[config.mk]
export PLATFORM = sky130hd
export DESIGN_NAME = sdram_2ch
export DESIGN_NICKNAME = d
export VERILOG_FILES = /design/src/verilog/sdram_pkg.sv /design/src/verilog/sdram_chan_if.sv /design/src/verilog/sdram_slot_timer.sv /design/src/verilog/sdram_chan_arbiter.sv /design/src/verilog/sdram_cmd_seq.sv /design/src/verilog/sdram_2ch.sv
export SDC_FILE = /design/constraint.sdc
export NUM_CORES = 1
export LEC_CHECK = 0
export ABC_CLOCK_PERIOD_IN_PS = 6000
export BUFFER_PORTS_ARGS = -buffer_cell sky130_fd_sc_hd__buf_2
export CAP_MARGIN = 20
export CORE_MARGIN = 2
export CORE_UTILIZATION = 25
export DETAILED_ROUTE_END_ITERATION = 16
export PLACE_DENSITY_LB_ADDON = 0.25
export SLEW_MARGIN = 10
export SYNTH_ARGS = -nofsm -noshare
export SYNTH_HDL_FRONTEND = slang
export SYNTH_SLANG_ARGS = --single-unit
[constraint.sdc]
create_clock -name clk -period 6 [get_ports clk]
set_clock_uncertainty 0.05 [all_clocks]
set_input_delay 0.6 -clock clk [delete_from_list [all_inputs] [get_ports clk]]
set_output_delay 0.6 -clock clk [all_outputs]
set_load 0.005 [all_outputs]
[src/verilog/sdram_pkg.sv]
// Shared definitions of the two-channel SDRAM controller
// Pin command encoding, wheel slots, address layout and data types
// Mode register value and the power-up step numbers
`default_nettype none

package sdram_pkg;

	// Commands packed as {cs_n, ras_n, cas_n, we_n}
	typedef enum logic [3:0] {
		INHIBIT      = 4'b1111,
		NOP          = 4'b0111,
		ACTIVE       = 4'b0011,
		READ         = 4'b0101,
		WRITE        = 4'b0100,
		PRECHARGE    = 4'b0010,
		AUTO_REFRESH = 4'b0001,
		LOAD_MODE    = 4'b0000
	} sd_cmd_t;

	// ----------------------------------------
	// Slot wheel, 12 cycles per turn
	typedef logic [3:0] slot_t;

	localparam slot_t SLOT_RAS0  = 4'd0;
	localparam slot_t SLOT_CAS0  = 4'd2;
	localparam slot_t SLOT_RAS1  = 4'd3;
	localparam slot_t SLOT_CAS1  = 4'd5;
	localparam slot_t SLOT_READ0 = 4'd6;
	localparam slot_t SLOT_READ1 = 4'd9;
	localparam slot_t SLOT_LAST  = 4'd11;

	// Word address, bank on top
	typedef struct packed {
		logic [1:0]  bank;
		logic [12:0] row;
		logic [8:0]  col;
	} sd_addr_t;

	typedef logic [15:0] word_t;
	// Byte enables, 1 means the byte takes part
	typedef logic [1:0] mask_t;

	// Port of a channel that owns the current access
	typedef enum logic [1:0] {
		SRC_NONE = 2'd0,
		SRC_REQ  = 2'd1,
		SRC_RO   = 2'd2
	} src_t;

	// ----------------------------------------
	localparam logic [2:0] CAS_LATENCY = 3'd2;

	// Burst 1, sequential, standard operation, single-word write
	localparam logic [12:0] MODE_WORD = {3'b000, 1'b1, 2'b00, CAS_LATENCY, 1'b0, 3'b000};

	// Power-up countdown, one step per wheel turn
	localparam logic [4:0] INIT_TURNS          = 5'd31;
	localparam logic [4:0] INIT_PRECHARGE_STEP = 5'd15;
	localparam logic [4:0] INIT_REFRESH_STEP0  = 5'd10;
	localparam logic [4:0] INIT_REFRESH_STEP1  = 5'd8;
	localparam logic [4:0] INIT_MODE_STEP      = 5'd2;

endpackage

`default_nettype wire

[src/verilog/sdram_chan_if.sv]
// Channel link between a port arbiter and the command sequencer
// Proposal from the arbiter, completion from the sequencer
`timescale 1ns/100ps
`default_nettype none

interface sdram_chan_if;
	import sdram_pkg::*;

	// Proposed access, held while busy
	src_t     src;
	sd_addr_t addr;
	mask_t    mask;
	logic     we;
	word_t    din;
	logic     busy;

	// One-cycle completion pulse and read word
	logic     done;
	src_t     done_src;
	word_t    rdata;

	modport arbiter (
		output src, addr, mask, we, din, busy,
		input  done, done_src, rdata
	);

	modport seq (
		input  src, addr, mask, we, din, busy,
		output done, done_src, rdata
	);

endinterface

`default_nettype wire

[src/verilog/sdram_slot_timer.sv]
// Slot wheel of the SDRAM controller
// 12-state position counter and power-up step countdown
`timescale 1ns/100ps
`default_nettype none

module sdram_slot_timer (
	input  wire              clk,
	input  wire              init_n,
	output sdram_pkg::slot_t slot,
	output logic             init_busy,
	output logic [4:0]       init_step
);
	import sdram_pkg::*;

	always_ff @(posedge clk or negedge init_n) begin
		if (!init_n) begin
			slot      <= SLOT_RAS0;
			init_step <= INIT_TURNS;
			init_busy <= 1'b1;
		end else begin
			// Wheel wraps after the last slot
			if (slot == SLOT_LAST)
				slot <= SLOT_RAS0;
			else
				slot <= slot + 4'd1;
			// One countdown step per turn, stops at zero
			if (slot == SLOT_LAST && init_step != 5'd0)
				init_step <= init_step - 5'd1;
			init_busy <= (init_step != 5'd0);
		end
	end

	a_slot_range: assert property (@(posedge clk) disable iff (!init_n)
		slot <= SLOT_LAST)
		else $error("Slot wheel left its range");

endmodule

`default_nettype wire

[src/verilog/sdram_chan_arbiter.sv]
// Port arbiter of one SDRAM channel
// Fixed priority of the toggle port over the read-only port
// Toggle state tracking, held proposal and result registers
`timescale 1ns/100ps
`default_nettype none

module sdram_chan_arbiter #(
	parameter bit BANK_HI  = 1'b0,
	parameter bit RO_LEVEL = 1'b0
) (
	input  wire                  clk,
	input  wire                  init_n,
	input  wire sdram_pkg::slot_t slot,
	input  wire                  rw_req,
	input  wire                  rw_we,
	input  wire sdram_pkg::sd_addr_t rw_addr,
	input  wire sdram_pkg::mask_t rw_mask,
	input  wire sdram_pkg::word_t rw_d,
	output logic                 rw_ack,
	output sdram_pkg::word_t     rw_q,
	input  wire                  ro_req,
	input  wire sdram_pkg::sd_addr_t ro_addr,
	output logic                 ro_done,
	output sdram_pkg::word_t     ro_q,
	sdram_chan_if.arbiter        chan
);
	import sdram_pkg::*;

	// Row slot of this channel
	localparam slot_t RAS_SLOT = BANK_HI ? SLOT_RAS1 : SLOT_RAS0;

	logic     rw_state;
	logic     ro_state;
	logic     ro_flag;
	logic     busy;
	logic     rw_pend;
	logic     ro_pend;
	logic     take;
	src_t     pick_src;
	sd_addr_t pick_addr;
	mask_t    pick_mask;
	logic     pick_we;
	src_t     h_src;
	sd_addr_t h_addr;
	mask_t    h_mask;
	logic     h_we;
	word_t    h_din;

	// Toggle port pends on req != state, level port on cs && !valid
	assign rw_pend = (rw_req != rw_state);
	assign ro_pend = RO_LEVEL ? (ro_req && !ro_flag) : (ro_req != ro_state);

	always_comb begin
		pick_src  = SRC_NONE;
		pick_addr = rw_addr;
		pick_mask = 2'b11;
		pick_we   = 1'b0;
		if (rw_pend) begin
			pick_src  = SRC_REQ;
			pick_mask = rw_mask;
			pick_we   = rw_we;
		end else if (ro_pend) begin
			pick_src  = SRC_RO;
			pick_addr = ro_addr;
		end
		// Channel owns one half of the banks
		pick_addr.bank[1] = BANK_HI;
	end

	// Winner is latched in the row slot and held until done
	assign take = (slot == RAS_SLOT) && !busy && (pick_src != SRC_NONE);

	// Held access is offered again if the row slot was refused
	assign chan.src  = busy ? h_src : pick_src;
	assign chan.addr = busy ? h_addr : pick_addr;
	assign chan.mask = busy ? h_mask : pick_mask;
	assign chan.we   = busy ? h_we : pick_we;
	assign chan.din  = busy ? h_din : rw_d;
	assign chan.busy = busy;

	assign ro_done = ro_flag;

	always_ff @(posedge clk or negedge init_n) begin
		if (!init_n) begin
			busy     <= 1'b0;
			h_src    <= SRC_NONE;
			rw_state <= 1'b0;
			ro_state <= 1'b0;
			rw_ack   <= 1'b0;
			ro_flag  <= 1'b0;
		end else begin
			if (take) begin
				busy  <= 1'b1;
				h_src <= pick_src;
				if (pick_src == SRC_REQ)
					rw_state <= rw_req;
				else
					ro_state <= ro_req;
			end
			if (chan.done) begin
				busy <= 1'b0;
				if (chan.done_src == SRC_REQ)
					rw_ack <= rw_state;
				else if (RO_LEVEL)
					ro_flag <= 1'b1;
				else
					ro_flag <= ro_state;
			end else if (RO_LEVEL && !ro_req) begin
				// valid drops once cs is released
				ro_flag <= 1'b0;
			end
		end
	end

	always_ff @(posedge clk) begin
		if (take) begin
			h_addr <= pick_addr;
			h_mask <= pick_mask;
			h_we   <= pick_we;
			h_din  <= rw_d;
		end
		if (chan.done && chan.done_src == SRC_REQ && !h_we)
			rw_q <= chan.rdata;
		if (chan.done && chan.done_src == SRC_RO)
			ro_q <= chan.rdata;
	end

	// Completion only for the access this arbiter holds
	a_done_owned: assert property (@(posedge clk) disable iff (!init_n)
		chan.done |-> busy && chan.src != SRC_NONE && chan.done_src == chan.src)
		else $error("done without a held access");

endmodule

`default_nettype wire

[src/verilog/sdram_cmd_seq.sv]
// Command sequencer of the SDRAM controller
// Power-up commands, row and column commands of both channels
// Refresh counter, registered pins and read data capture
`timescale 1ns/100ps
`default_nettype none

module sdram_cmd_seq #(
	parameter int MHZ = 80
) (
	input  wire                   clk,
	input  wire                   init_n,
	input  wire sdram_pkg::slot_t slot,
	input  wire                   init_busy,
	input  wire [4:0]             init_step,
	input  wire sdram_pkg::word_t dq_in,
	sdram_chan_if.seq             ch0,
	sdram_chan_if.seq             ch1,
	output sdram_pkg::sd_cmd_t    cmd,
	output logic [12:0]           a,
	output logic [1:0]            ba,
	output logic [1:0]            dqm,
	output sdram_pkg::word_t      dq_out,
	output logic                  dq_oe
);
	import sdram_pkg::*;

	// 7.8 us between refreshes
	localparam logic [10:0] RFRSH_CYCLES = 11'(78 * MHZ / 10);

	localparam slot_t [1:0] RAS_SLOT  = {SLOT_RAS1, SLOT_RAS0};
	localparam slot_t [1:0] CAS_SLOT  = {SLOT_CAS1, SLOT_CAS0};
	localparam slot_t [1:0] READ_SLOT = {SLOT_READ1, SLOT_READ0};

	src_t     p_src [2];
	sd_addr_t p_addr [2];
	mask_t    p_mask [2];
	logic     p_we [2];
	word_t    p_din [2];

	// Per channel access latched in the row slot
	logic [1:0] act;
	logic [1:0] accept;
	src_t       lat_src [2];
	sd_addr_t   lat_addr [2];
	mask_t      lat_mask [2];
	logic [1:0] lat_we;
	word_t      lat_din [2];

	logic [10:0] refresh_cnt;
	logic        need_refresh;
	logic        refresh_now;
	logic        refresh_blk;
	word_t       sd_din;

	sd_cmd_t     cmd_nxt;
	logic [12:0] a_nxt;
	logic [1:0]  ba_nxt;
	logic [1:0]  dqm_nxt;
	logic        oe_nxt;
	word_t       dout_nxt;

	assign p_src[0]  = ch0.src;
	assign p_src[1]  = ch1.src;
	assign p_addr[0] = ch0.addr;
	assign p_addr[1] = ch1.addr;
	assign p_mask[0] = ch0.mask;
	assign p_mask[1] = ch1.mask;
	assign p_we[0]   = ch0.we;
	assign p_we[1]   = ch1.we;
	assign p_din[0]  = ch0.din;
	assign p_din[1]  = ch1.din;

	// Channel 0 sits out one turn after a refresh
	assign accept[0] = !init_busy && slot == SLOT_RAS0 && p_src[0] != SRC_NONE && !refresh_blk;
	assign accept[1] = !init_busy && slot == SLOT_RAS1 && p_src[1] != SRC_NONE;

	assign need_refresh = (refresh_cnt >= RFRSH_CYCLES);
	// Refresh only with both channels quiet
	assign refresh_now = !init_busy && slot == SLOT_RAS1 && p_src[1] == SRC_NONE
		&& !ch0.busy && !act[0] && need_refresh;

	// Writes finish at CAS, reads at the capture slot
	assign ch0.done     = act[0] && slot == (lat_we[0] ? CAS_SLOT[0] : READ_SLOT[0]);
	assign ch1.done     = act[1] && slot == (lat_we[1] ? CAS_SLOT[1] : READ_SLOT[1]);
	assign ch0.done_src = lat_src[0];
	assign ch1.done_src = lat_src[1];
	assign ch0.rdata    = sd_din;
	assign ch1.rdata    = sd_din;

	// ----------------------------------------
	// Next pin state, registered below
	always_comb begin
		cmd_nxt  = NOP;
		a_nxt    = a;
		ba_nxt   = ba;
		dqm_nxt  = 2'b11;
		oe_nxt   = 1'b0;
		dout_nxt = dq_out;
		if (init_busy) begin
			if (slot == SLOT_RAS0) begin
				if (init_step == INIT_PRECHARGE_STEP) begin
					// A10 high closes all banks
					cmd_nxt = PRECHARGE;
					a_nxt   = 13'h0400;
				end
				if (init_step == INIT_REFRESH_STEP0 || init_step == INIT_REFRESH_STEP1)
					cmd_nxt = AUTO_REFRESH;
				if (init_step == INIT_MODE_STEP) begin
					cmd_nxt = LOAD_MODE;
					a_nxt   = MODE_WORD;
					ba_nxt  = 2'b00;
				end
			end
		end else begin
			for (int c = 0; c < 2; c++) begin
				if (accept[c]) begin
					cmd_nxt = ACTIVE;
					a_nxt   = p_addr[c].row;
					ba_nxt  = p_addr[c].bank;
				end
				if (slot == CAS_SLOT[c] && act[c]) begin
					cmd_nxt = lat_we[c] ? WRITE : READ;
					// A10 set for auto-precharge
					a_nxt   = {4'b0010, lat_addr[c].col};
					ba_nxt  = lat_addr[c].bank;
					dqm_nxt = ~lat_mask[c];
					if (lat_we[c]) begin
						oe_nxt   = 1'b1;
						dout_nxt = lat_din[c];
					end
				end
			end
			if (refresh_now)
				cmd_nxt = AUTO_REFRESH;
		end
	end

	// ----------------------------------------
	always_ff @(posedge clk or negedge init_n) begin
		if (!init_n) begin
			cmd         <= NOP;
			dqm         <= 2'b11;
			dq_oe       <= 1'b0;
			act         <= 2'b00;
			lat_src     <= '{SRC_NONE, SRC_NONE};
			refresh_cnt <= 11'd0;
			refresh_blk <= 1'b0;
		end else begin
			cmd   <= cmd_nxt;
			dqm   <= dqm_nxt;
			dq_oe <= oe_nxt;
			for (int c = 0; c < 2; c++) begin
				if (slot == RAS_SLOT[c])
					act[c] <= accept[c];
				if (accept[c])
					lat_src[c] <= p_src[c];
			end
			// Counter saturates until the refresh goes out
			if (refresh_now)
				refresh_cnt <= 11'd0;
			else if (!need_refresh)
				refresh_cnt <= refresh_cnt + 11'd1;
			if (slot == SLOT_RAS1)
				refresh_blk <= refresh_now;
		end
	end

	always_ff @(posedge clk) begin
		a      <= a_nxt;
		ba     <= ba_nxt;
		dq_out <= dout_nxt;
		// Read word lands two cycles after READ, used in the next slot
		sd_din <= dq_in;
		for (int c = 0; c < 2; c++) begin
			if (accept[c]) begin
				lat_addr[c] <= p_addr[c];
				lat_mask[c] <= p_mask[c];
				lat_we[c]   <= p_we[c];
				lat_din[c]  <= p_din[c];
			end
		end
	end

	a_oe_write: assert property (@(posedge clk) disable iff (!init_n)
		dq_oe |-> cmd == WRITE && $past(slot == SLOT_CAS0 || slot == SLOT_CAS1))
		else $error("dq_oe outside a WRITE");

endmodule

`default_nettype wire

[src/verilog/sdram_2ch.sv]
// Two-channel SDR SDRAM controller, top level
// Slot timer, one arbiter per channel and the command sequencer
// Channel 0 serves port1 and rom, channel 1 serves port2 and gfx
`timescale 1ns/100ps
`default_nettype none

module sdram_2ch #(
	parameter int MHZ = 80
) (
	input  wire                      clk,
	input  wire                      init_n,
	// Channel 0, banks 0 and 1
	input  wire                      port1_req,
	output wire                      port1_ack,
	input  wire                      port1_we,
	input  wire sdram_pkg::sd_addr_t port1_addr,
	input  wire sdram_pkg::mask_t    port1_mask,
	input  wire sdram_pkg::word_t    port1_d,
	output wire sdram_pkg::word_t    port1_q,
	input  wire                      rom_cs,
	input  wire sdram_pkg::sd_addr_t rom_addr,
	output wire                      rom_valid,
	output wire sdram_pkg::word_t    rom_q,
	// Channel 1, banks 2 and 3
	input  wire                      port2_req,
	output wire                      port2_ack,
	input  wire                      port2_we,
	input  wire sdram_pkg::sd_addr_t port2_addr,
	input  wire sdram_pkg::mask_t    port2_mask,
	input  wire sdram_pkg::word_t    port2_d,
	output wire sdram_pkg::word_t    port2_q,
	input  wire                      gfx_req,
	output wire                      gfx_ack,
	input  wire sdram_pkg::sd_addr_t gfx_addr,
	output wire sdram_pkg::word_t    gfx_q,
	// SDRAM pins, data bus split for an outside tristate
	output wire                      sd_cs_n,
	output wire                      sd_ras_n,
	output wire                      sd_cas_n,
	output wire                      sd_we_n,
	output wire [12:0]               sd_a,
	output wire [1:0]                sd_ba,
	output wire [1:0]                sd_dqm,
	input  wire sdram_pkg::word_t    dq_in,
	output wire sdram_pkg::word_t    dq_out,
	output wire                      dq_oe
);
	import sdram_pkg::*;

	slot_t      slot;
	logic       init_busy;
	logic [4:0] init_step;
	sd_cmd_t    sd_cmd;

	sdram_chan_if ch0_if ();
	sdram_chan_if ch1_if ();

	assign {sd_cs_n, sd_ras_n, sd_cas_n, sd_we_n} = sd_cmd;

	sdram_slot_timer u_slot_timer (
		.clk       (clk),
		.init_n    (init_n),
		.slot      (slot),
		.init_busy (init_busy),
		.init_step (init_step)
	);

	// rom uses the level cs/valid style
	sdram_chan_arbiter #(.BANK_HI(1'b0), .RO_LEVEL(1'b1)) u_arb0 (
		.clk (clk), .init_n (init_n), .slot (slot),
		.rw_req (port1_req), .rw_we (port1_we), .rw_addr (port1_addr),
		.rw_mask (port1_mask), .rw_d (port1_d), .rw_ack (port1_ack), .rw_q (port1_q),
		.ro_req (rom_cs), .ro_addr (rom_addr), .ro_done (rom_valid), .ro_q (rom_q),
		.chan (ch0_if.arbiter)
	);

	// gfx uses the toggle req/ack style
	sdram_chan_arbiter #(.BANK_HI(1'b1), .RO_LEVEL(1'b0)) u_arb1 (
		.clk (clk), .init_n (init_n), .slot (slot),
		.rw_req (port2_req), .rw_we (port2_we), .rw_addr (port2_addr),
		.rw_mask (port2_mask), .rw_d (port2_d), .rw_ack (port2_ack), .rw_q (port2_q),
		.ro_req (gfx_req), .ro_addr (gfx_addr), .ro_done (gfx_ack), .ro_q (gfx_q),
		.chan (ch1_if.arbiter)
	);

	sdram_cmd_seq #(.MHZ(MHZ)) u_cmd_seq (
		.clk       (clk),
		.init_n    (init_n),
		.slot      (slot),
		.init_busy (init_busy),
		.init_step (init_step),
		.dq_in     (dq_in),
		.ch0       (ch0_if.seq),
		.ch1       (ch1_if.seq),
		.cmd       (sd_cmd),
		.a         (sd_a),
		.ba        (sd_ba),
		.dqm       (sd_dqm),
		.dq_out    (dq_out),
		.dq_oe     (dq_oe)
	);

endmodule

`default_nettype wire

== After elaboration in Yosys (flattened, before gate mapping) ==
Memories as Yosys holds them, arrays and structs flattened.
Cells that the tools add are included.

* Bits in writable memories: 84
* Word-level logic and storage cells: 223
* Memories: 3
* Register bits: 245
* Bits of input ports: 156
* Output and inout bits: 106

* Bitwise gates (word level): 4
* Add/subtract/negate cells: 3
* Reductions and logical operators: 56
* Order comparisons: 1
* Eq/ne operators: 25
* Muxes and demuxes: 86

{| class="wikitable"
|+ Memories
! name !! words !! bits a word !! read ports !! clocked after memory_dff !! wr ports !! line !! RTL
|-
| u_cmd_seq.lat_addr || 2 || 24 || 2 || 0 || 1 || sdram_cmd_seq.sv:44 || <nowiki>sd_addr_t lat_addr [2];</nowiki>
|-
| u_cmd_seq.lat_din || 2 || 16 || 2 || 0 || 1 || sdram_cmd_seq.sv:47 || <nowiki>word_t lat_din [2];</nowiki>
|-
| u_cmd_seq.lat_mask || 2 || 2 || 2 || 0 || 1 || sdram_cmd_seq.sv:45 || <nowiki>mask_t lat_mask [2];</nowiki>
|}

{| class="wikitable"
|+ Operator list
! operator !! number
|-
| $mux 23 || 6
|-
| $mux 16 || 7
|-
| $mux 13 || 8
|-
| $mux 2 || 21
|-
| $mux 4 || 8
|-
| $mux 1 || 28
|-
| $logic_and 1x1->1 || 25
|-
| $mux 24 || 1
|-
| $reduce_or 24->1 || 1
|-
| $mux 11 || 2
|-
| $reduce_or 16->1 || 1
|-
| $eq 5x4->1 const B || 3
|-
| $mux 3 || 5
|-
| $reduce_and 2->1 || 7
|-
| $reduce_bool 2->1 || 6
|-
| $add 11x1->11 const B || 1
|-
| $ge 11x10->1 const B || 1
|-
| $reduce_bool 5->1 || 2
|-
| $eq 2x1->1 const B || 4
|-
| $eq 4x2->1 const B || 2
|-
| $eq 4x4->1 || 2
|-
| $logic_not 1->1 || 8
|-
| $ne 2x1->1 const B || 3
|-
| $reduce_and 3->1 || 2
|-
| other kinds (15) || 21
|}

== Logic depth before layout (Yosys ltp) ==
* Word-level depth: 14
* Mapped depth: 9

== Modules after synthesis ==
From an unflattened synthesis, not the netlist that was laid out.

* Cell total of the unflattened synthesis: 942
* Area, all modules: 12679.7 sq um

{| class="wikitable"
|+ By module, submodules not included
! module !! area each (sq um) !! sequential area each (sq um) !! instances !! cells each
|-
| sdram_cmd_seq || 5300.1 || 3659.8 || 1 || 379
|-
| sdram_chan_arbiter (u_arb1) || 3517.1 || 2397.3 || 1 || 263
|-
| sdram_chan_arbiter (u_arb0) || 3417.0 || 2372.3 || 1 || 266
|-
| sdram_slot_timer || 445.4 || 257.7 || 1 || 34
|}

== Worst setup path before layout ==
OpenSTA, ideal clock, no wires.

* Path type: register to register
* Start point: reg u_slot_timer.slot[0]
* End point: reg u_arb0.h_addr[0] in the netlist's numbering (enable)
* Data arrival time: 4.126 ns
* Cell stages (with the launch flop): 6
* Required time: 5.456 ns
* Buffers on the path: 1
* Library setup time: 0.494 ns
* Setup slack: 1.330 ns
* Path through: dfrtp_1 -> inv_1 -> ha_1 -> or3b_2 -> buf_2 -> nor3_1

* Longest elaborated chain between the ends: 3

{| class="wikitable"
|+ Ends and longest elaborated chain
! what !! line !! RTL
|-
| start: declaration || sdram_slot_timer.sv:9 || <nowiki>output sdram_pkg::slot_t slot,</nowiki>
|-
| start signal: assignment || sdram_slot_timer.sv:25 || <nowiki>slot <= slot + 4'd1;</nowiki>
|-
| $logic_not 4->1 || sdram_chan_arbiter.sv:71 || <nowiki>assign take = (slot == RAS_SLOT) && !busy && (pick_src != SRC_NONE);</nowiki>
|-
| $logic_and 1x1->1 (2 in a row) || sdram_chan_arbiter.sv:71 ||
|-
| via u_arb0.take || sdram_chan_arbiter.sv:38 || <nowiki>logic take;</nowiki>
|-
| end signal: assignment || sdram_chan_arbiter.sv:117 || <nowiki>h_addr <= pick_addr;</nowiki>
|-
| end: declaration || sdram_chan_arbiter.sv:44 || <nowiki>sd_addr_t h_addr;</nowiki>
|}

The timed path passes the listed nets, and every way through them passes these cells.
A chain may end at the register's enable or synchronous reset.

== Final worst setup path ==
* Start point: reg u_slot_timer.slot[0]
* End point: reg u_cmd_seq.a[6] (enable)

* Longest elaborated chain between the ends: 6
* Elaborated cells between the ends (all ways): 14

{| class="wikitable"
|+ Ends and longest elaborated chain
! what !! line !! RTL
|-
| $logic_not 4->1 || sdram_cmd_seq.sv:74 || <nowiki>assign accept[0] = !init_busy && slot == SLOT_RAS0 && p_src[0] != SRC_NONE && !refresh_blk;</nowiki>
|-
| $logic_and 1x1->1 (3 in a row) || sdram_cmd_seq.sv:74 ||
|-
| via u_cmd_seq.accept[0] || sdram_cmd_seq.sv:42 || <nowiki>logic [1:0] accept;</nowiki>
|-
| $reduce_bool 5->1 (no source line) || -- ||
|-
| $reduce_and 3->1 (no source line) || -- ||
|-
| end signal: assignment || sdram_cmd_seq.sv:169 || <nowiki>a <= a_nxt;</nowiki>
|-
| end: declaration || sdram_cmd_seq.sv:19 || <nowiki>output logic [12:0] a,</nowiki>
|}

The timed path passes the listed nets, and every way through them passes these cells.

==> impl_metrics.toml <==
[worst_setup_path]
setup.worst_path.start = "u_slot_timer.slot[0]$_DFF_PN0_"
worst_setup_path_end_kind = "register"
crit_fanout = 33
path_class = "reg -> reg"
worst_ep_required_time_ns = 6.09
start_kind = "register"
timing.critical_path.to = "u_cmd_seq.a[6]$_SDFFCE_PP0P_"
reg2reg_setup_slack_ns = 2.58
critical_path.reg2reg.endpoint = "u_cmd_seq.a[6]$_SDFFCE_PP0P_"
critical_path.reg2reg.startpoint = "u_slot_timer.slot[0]$_DFF_PN0_"
worst_r2r_path_depth = 6
cp.arrival_ns = 3.51

[power_and_ir_drop]
power.total_mw = 5.53
pwr_density_cell_nw_per_um2 = 358
total_leakage_power_nw = 5.96
ir_worst_vdd_mv = 0.129

[sta]
hold_violations = 0
part_of_the_cycle_the_worst_path_needs_pct = 56.9
relSlewSlack_pct = 27.9
fmaxAchievable_ghz = 0.293
period_needed_ns = 3.42
max_slew.worst_pin.slew_ns = 1.08
grt_setup_unrepaired = "false"
slew_violations = 0
fin_setup_tns_ns = 0
setup_violations = 0

[global_routing]
grt_util_all_layers_pct = 12.4
antenna_found_initial = 7
grt_max_degree = 48
first_global_vias = 7462
global_route.overflow_total = 0
wire_length_of_the_first_global_routing_pass_mm = 46.7

[routing]
detailroute.via_count = 7488
drt_pass_1_iters = 4
detailedRoute.firstIterationViolations = 335
postRouteAntennaNets = 0
wire_per_inst_um = 18.3
route.detailed.vias_per_inst = 4.28
postRouteWirelength_mm = 32.1
post-route-drc-count = 0

[cts]
cts-hold-fix-buffers = 0
post-cts-setup-buffer-count = 0
clock-sinks = 300
cts_repair_resize_count = 0
htreeDepth = 2
cts-root-to-sink-buffers = 3
clock_latency_ns = 0.53
clk_pin_slew_ns = 0.06
clk_root_buffer_cell = "sky130_fd_sc_hd__clkbuf_16"
cts_tree = "yes"
cts_buffers = 35

[synthesis]
syn_area_um2 = 12300
postSynth.asyncResetShare_pct = 15.7
postSynthRegisterBits = 300
synth_nets = 960
yosysWarningCount = 0
ys_seq_area_share_pct = 70.2
postSynth.topFlopCell = "sky130_fd_sc_hd__edfxtp_1"
synth_enable_flop_cells = 237
syn-instance-count = 794
postSynthAreaPerCell_um2 = 15.5
synth_cell_types = 68

[run_status]
status = "completed"

[floorplan]
io-pin-count = 262
floorplan.die_area_um2 = 50900
floorplan.die.height_um = 226
die_x_um = 226
number_of_rows_created_at_floorplan = 81
initial_core_util_pct = 25.2
core_footprint_um2 = 48700

[placement]
port_buffers = 256
gpl.final_weighted_congestion = 0.793
post_dp_hpwl_mm = 22.1
placement.cell_area_um2 = 14300

[run]
max-cap-violations = 0

[final_layout]
leading_cell_type_in_the_layout_fill_and_taps_excluded = "sky130_fd_sc_hd__buf_2"
drive_above_1_share_pct = 42.0
insertedDiodeCount = 0
area_overhead_of_the_layout_relative_to_synthesis_pct = 25.8
final_cell_mix = "256 x sky130_fd_sc_hd__buf_2, 237 x sky130_fd_sc_hd__edfxtp_1, 87 x sky130_fd_sc_hd__mux2_2"
fillers = 4867
design_area_um2 = 15500
net_count_final = 1231

[min_path]
class_of_the_worst_hold_path = "in -> async"
==> through the flow <==
stage	std cells	hold WS [ns]	setup WS, ns	utilization [%]
global route	1751	0.0921	2.35	31.7
detailed placement	1692	0.414	2.53	29.4
global placement	1692	0.401	2.57	29.4
CTS	1751	0.0869	2.52	31.7
floorplan	794	0.254	1.33	-
finish	1751	0.128	2.58	31.7
==> cells in the mapped netlist (4+ instances only) <==
| library cell | n | area share [%] |
|---|---|---|
| sky130_fd_sc_hd__and3_1 | 4 | 0.20 |
| sky130_fd_sc_hd__edfxtp_1 | 237 | 58 |
| sky130_fd_sc_hd__inv_1 | 27 | 0.83 |
| sky130_fd_sc_hd__nand2_1 | 40 | 1.2 |
| sky130_fd_sc_hd__nand2b_1 | 8 | 0.41 |
| sky130_fd_sc_hd__o21a_1 | 4 | 0.24 |
| sky130_fd_sc_hd__o221ai_1 | 7 | 0.50 |
| sky130_fd_sc_hd__buf_6 | 4 | 0.37 |
| sky130_fd_sc_hd__mux2i_1 | 28 | 2.3 |
| sky130_fd_sc_hd__mux2_4 | 13 | 1.6 |
| sky130_fd_sc_hd__a31oi_1 | 4 | 0.20 |
| sky130_fd_sc_hd__clkbuf_1 | 19 | 0.58 |
| sky130_fd_sc_hd__dfxtp_1 | 16 | 2.6 |
| sky130_fd_sc_hd__o21ai_1 | 11 | 0.45 |
| sky130_fd_sc_hd__ha_1 | 10 | 1.0 |
| sky130_fd_sc_hd__a22o_1 | 5 | 0.36 |
| sky130_fd_sc_hd__mux2_2 | 87 | 8.0 |
| sky130_fd_sc_hd__nor3_1 | 9 | 0.37 |
| sky130_fd_sc_hd__o22ai_1 | 4 | 0.20 |
| sky130_fd_sc_hd__and2_1 | 6 | 0.31 |
| sky130_fd_sc_hd__buf_2 | 10 | 0.41 |
| sky130_fd_sc_hd__nor2_1 | 27 | 0.83 |
| sky130_fd_sc_hd__nand4_1 | 4 | 0.20 |
| sky130_fd_sc_hd__a221oi_1 | 7 | 0.50 |
| sky130_fd_sc_hd__xnor2_1 | 6 | 0.43 |
| sky130_fd_sc_hd__dfstp_2 | 11 | 2.4 |
| sky130_fd_sc_hd__o211ai_1 | 4 | 0.24 |
| sky130_fd_sc_hd__mux2_1 | 5 | 0.46 |
| sky130_fd_sc_hd__dfrtp_1 | 36 | 7.3 |
| sky130_fd_sc_hd__a21oi_1 | 29 | 1.2 |
| sky130_fd_sc_hd__nand3_1 | 12 | 0.49 |
| sky130_fd_sc_hd__o21ai_0 | 38 | 1.5 |
| sky130_fd_sc_hd__xor2_1 | 4 | 0.29 |
| sky130_fd_sc_hd__a21o_1 | 4 | 0.24 |
==> final cells by class <==
| class | count | area [um2] | share of cell area (%) |
|---|---|---|---|
| Multi-Input combinational cell | 429 | 3390 | 21.9 |
| Tap cell | 664 | 831 | 5.38 |
| Timing Repair Buffer | 272 | 1400 | 9.07 |
| Sequential cell | 300 | 8630 | 55.8 |
| Inverter | 27 | 101 | 0.656 |
| Clock buffer | 47 | 972 | 6.29 |
| Clock inverter | 12 | 131 | 0.850 |
==> worst min-delay path by stage <==
stage | startpoint | end | cells past startpoint
2_1_floorplan | init_n | u_arb0.chan.busy$_DFFE_PN0P_ | 0
3_3_place_gp | u_cmd_seq.ch0.rdata[3]$_DFF_P_ | u_arb1.ro_q[3]$_DFFE_PP_ | 0
3_5_place_dp | u_cmd_seq.ch0.rdata[8]$_DFF_P_ | u_arb1.rw_q[8]$_DFFE_PP_ | 0
4_1_cts | dq_in[8] | u_cmd_seq.ch0.rdata[8]$_DFF_P_ | 1
5_1_grt | dq_in[5] | u_cmd_seq.ch0.rdata[5]$_DFF_P_ | 1
6_report | init_n | u_slot_timer.slot[1]$_DFF_PN0_ | 2
==> cell families (layout without fill, tap and decap cells) <==
family / count (synthesis) / count (layout) / share of synthesized area [%]
buffers and inverters: 65 / 358 / 2.39
muxes: 133 / 133 / 12.3
AOI/OAI and AO/OA: 134 / 134 / 7.01
and+or+nand+nor: 138 / 138 / 5.90
DFF: 300 / 300 / 70.2
xor gates and xnor gates: 13 / 13 / 1.11
other: 1 / 1 / 0.0305
adders and majority gates: 10 / 10 / 1.02
==> per-layer routing <==
| metal | vias to the layer above | share of wire (%) | global-route usage [%] |
|---|---|---|---|
| li1 | 3547 | - | - |
| met1 | 3619 | 44 | 16.0 |
| met2 | 260 | 46 | 19.8 |
| met3 | 54 | 7.3 | 4.03 |
| met4 | 8 | 2.6 | 3.78 |
| met5 | - | 0.12 | 0 |
==> power breakdown <==
part	internal (mW)	switching [mW]
Sequential	2.53	0.146
Combinational	0.382	0.399
Clock	1.26	0.819
Total	4.17	1.36
==> critical path, cell delays in order, from the launching register on <==
cell	delay (ns)
sky130_fd_sc_hd__dfrtp_1	0.42
sky130_fd_sc_hd__inv_1	0.10
sky130_fd_sc_hd__ha_1	0.13
sky130_fd_sc_hd__or3b_2	0.57
sky130_fd_sc_hd__nor3_2	0.21
sky130_fd_sc_hd__and2b_2	0.90
sky130_fd_sc_hd__o21a_1	0.62
==> registers in the layout, indices dropped and copies added (netlist names), 20 cells and up <==
name	count
u_arb0.h_addr	23
u_arb1.h_addr	23
u_cmd_seq.lat_addr	20
u_cmd_seq.lat_din	32
Power figures use the tool's default switching activity.
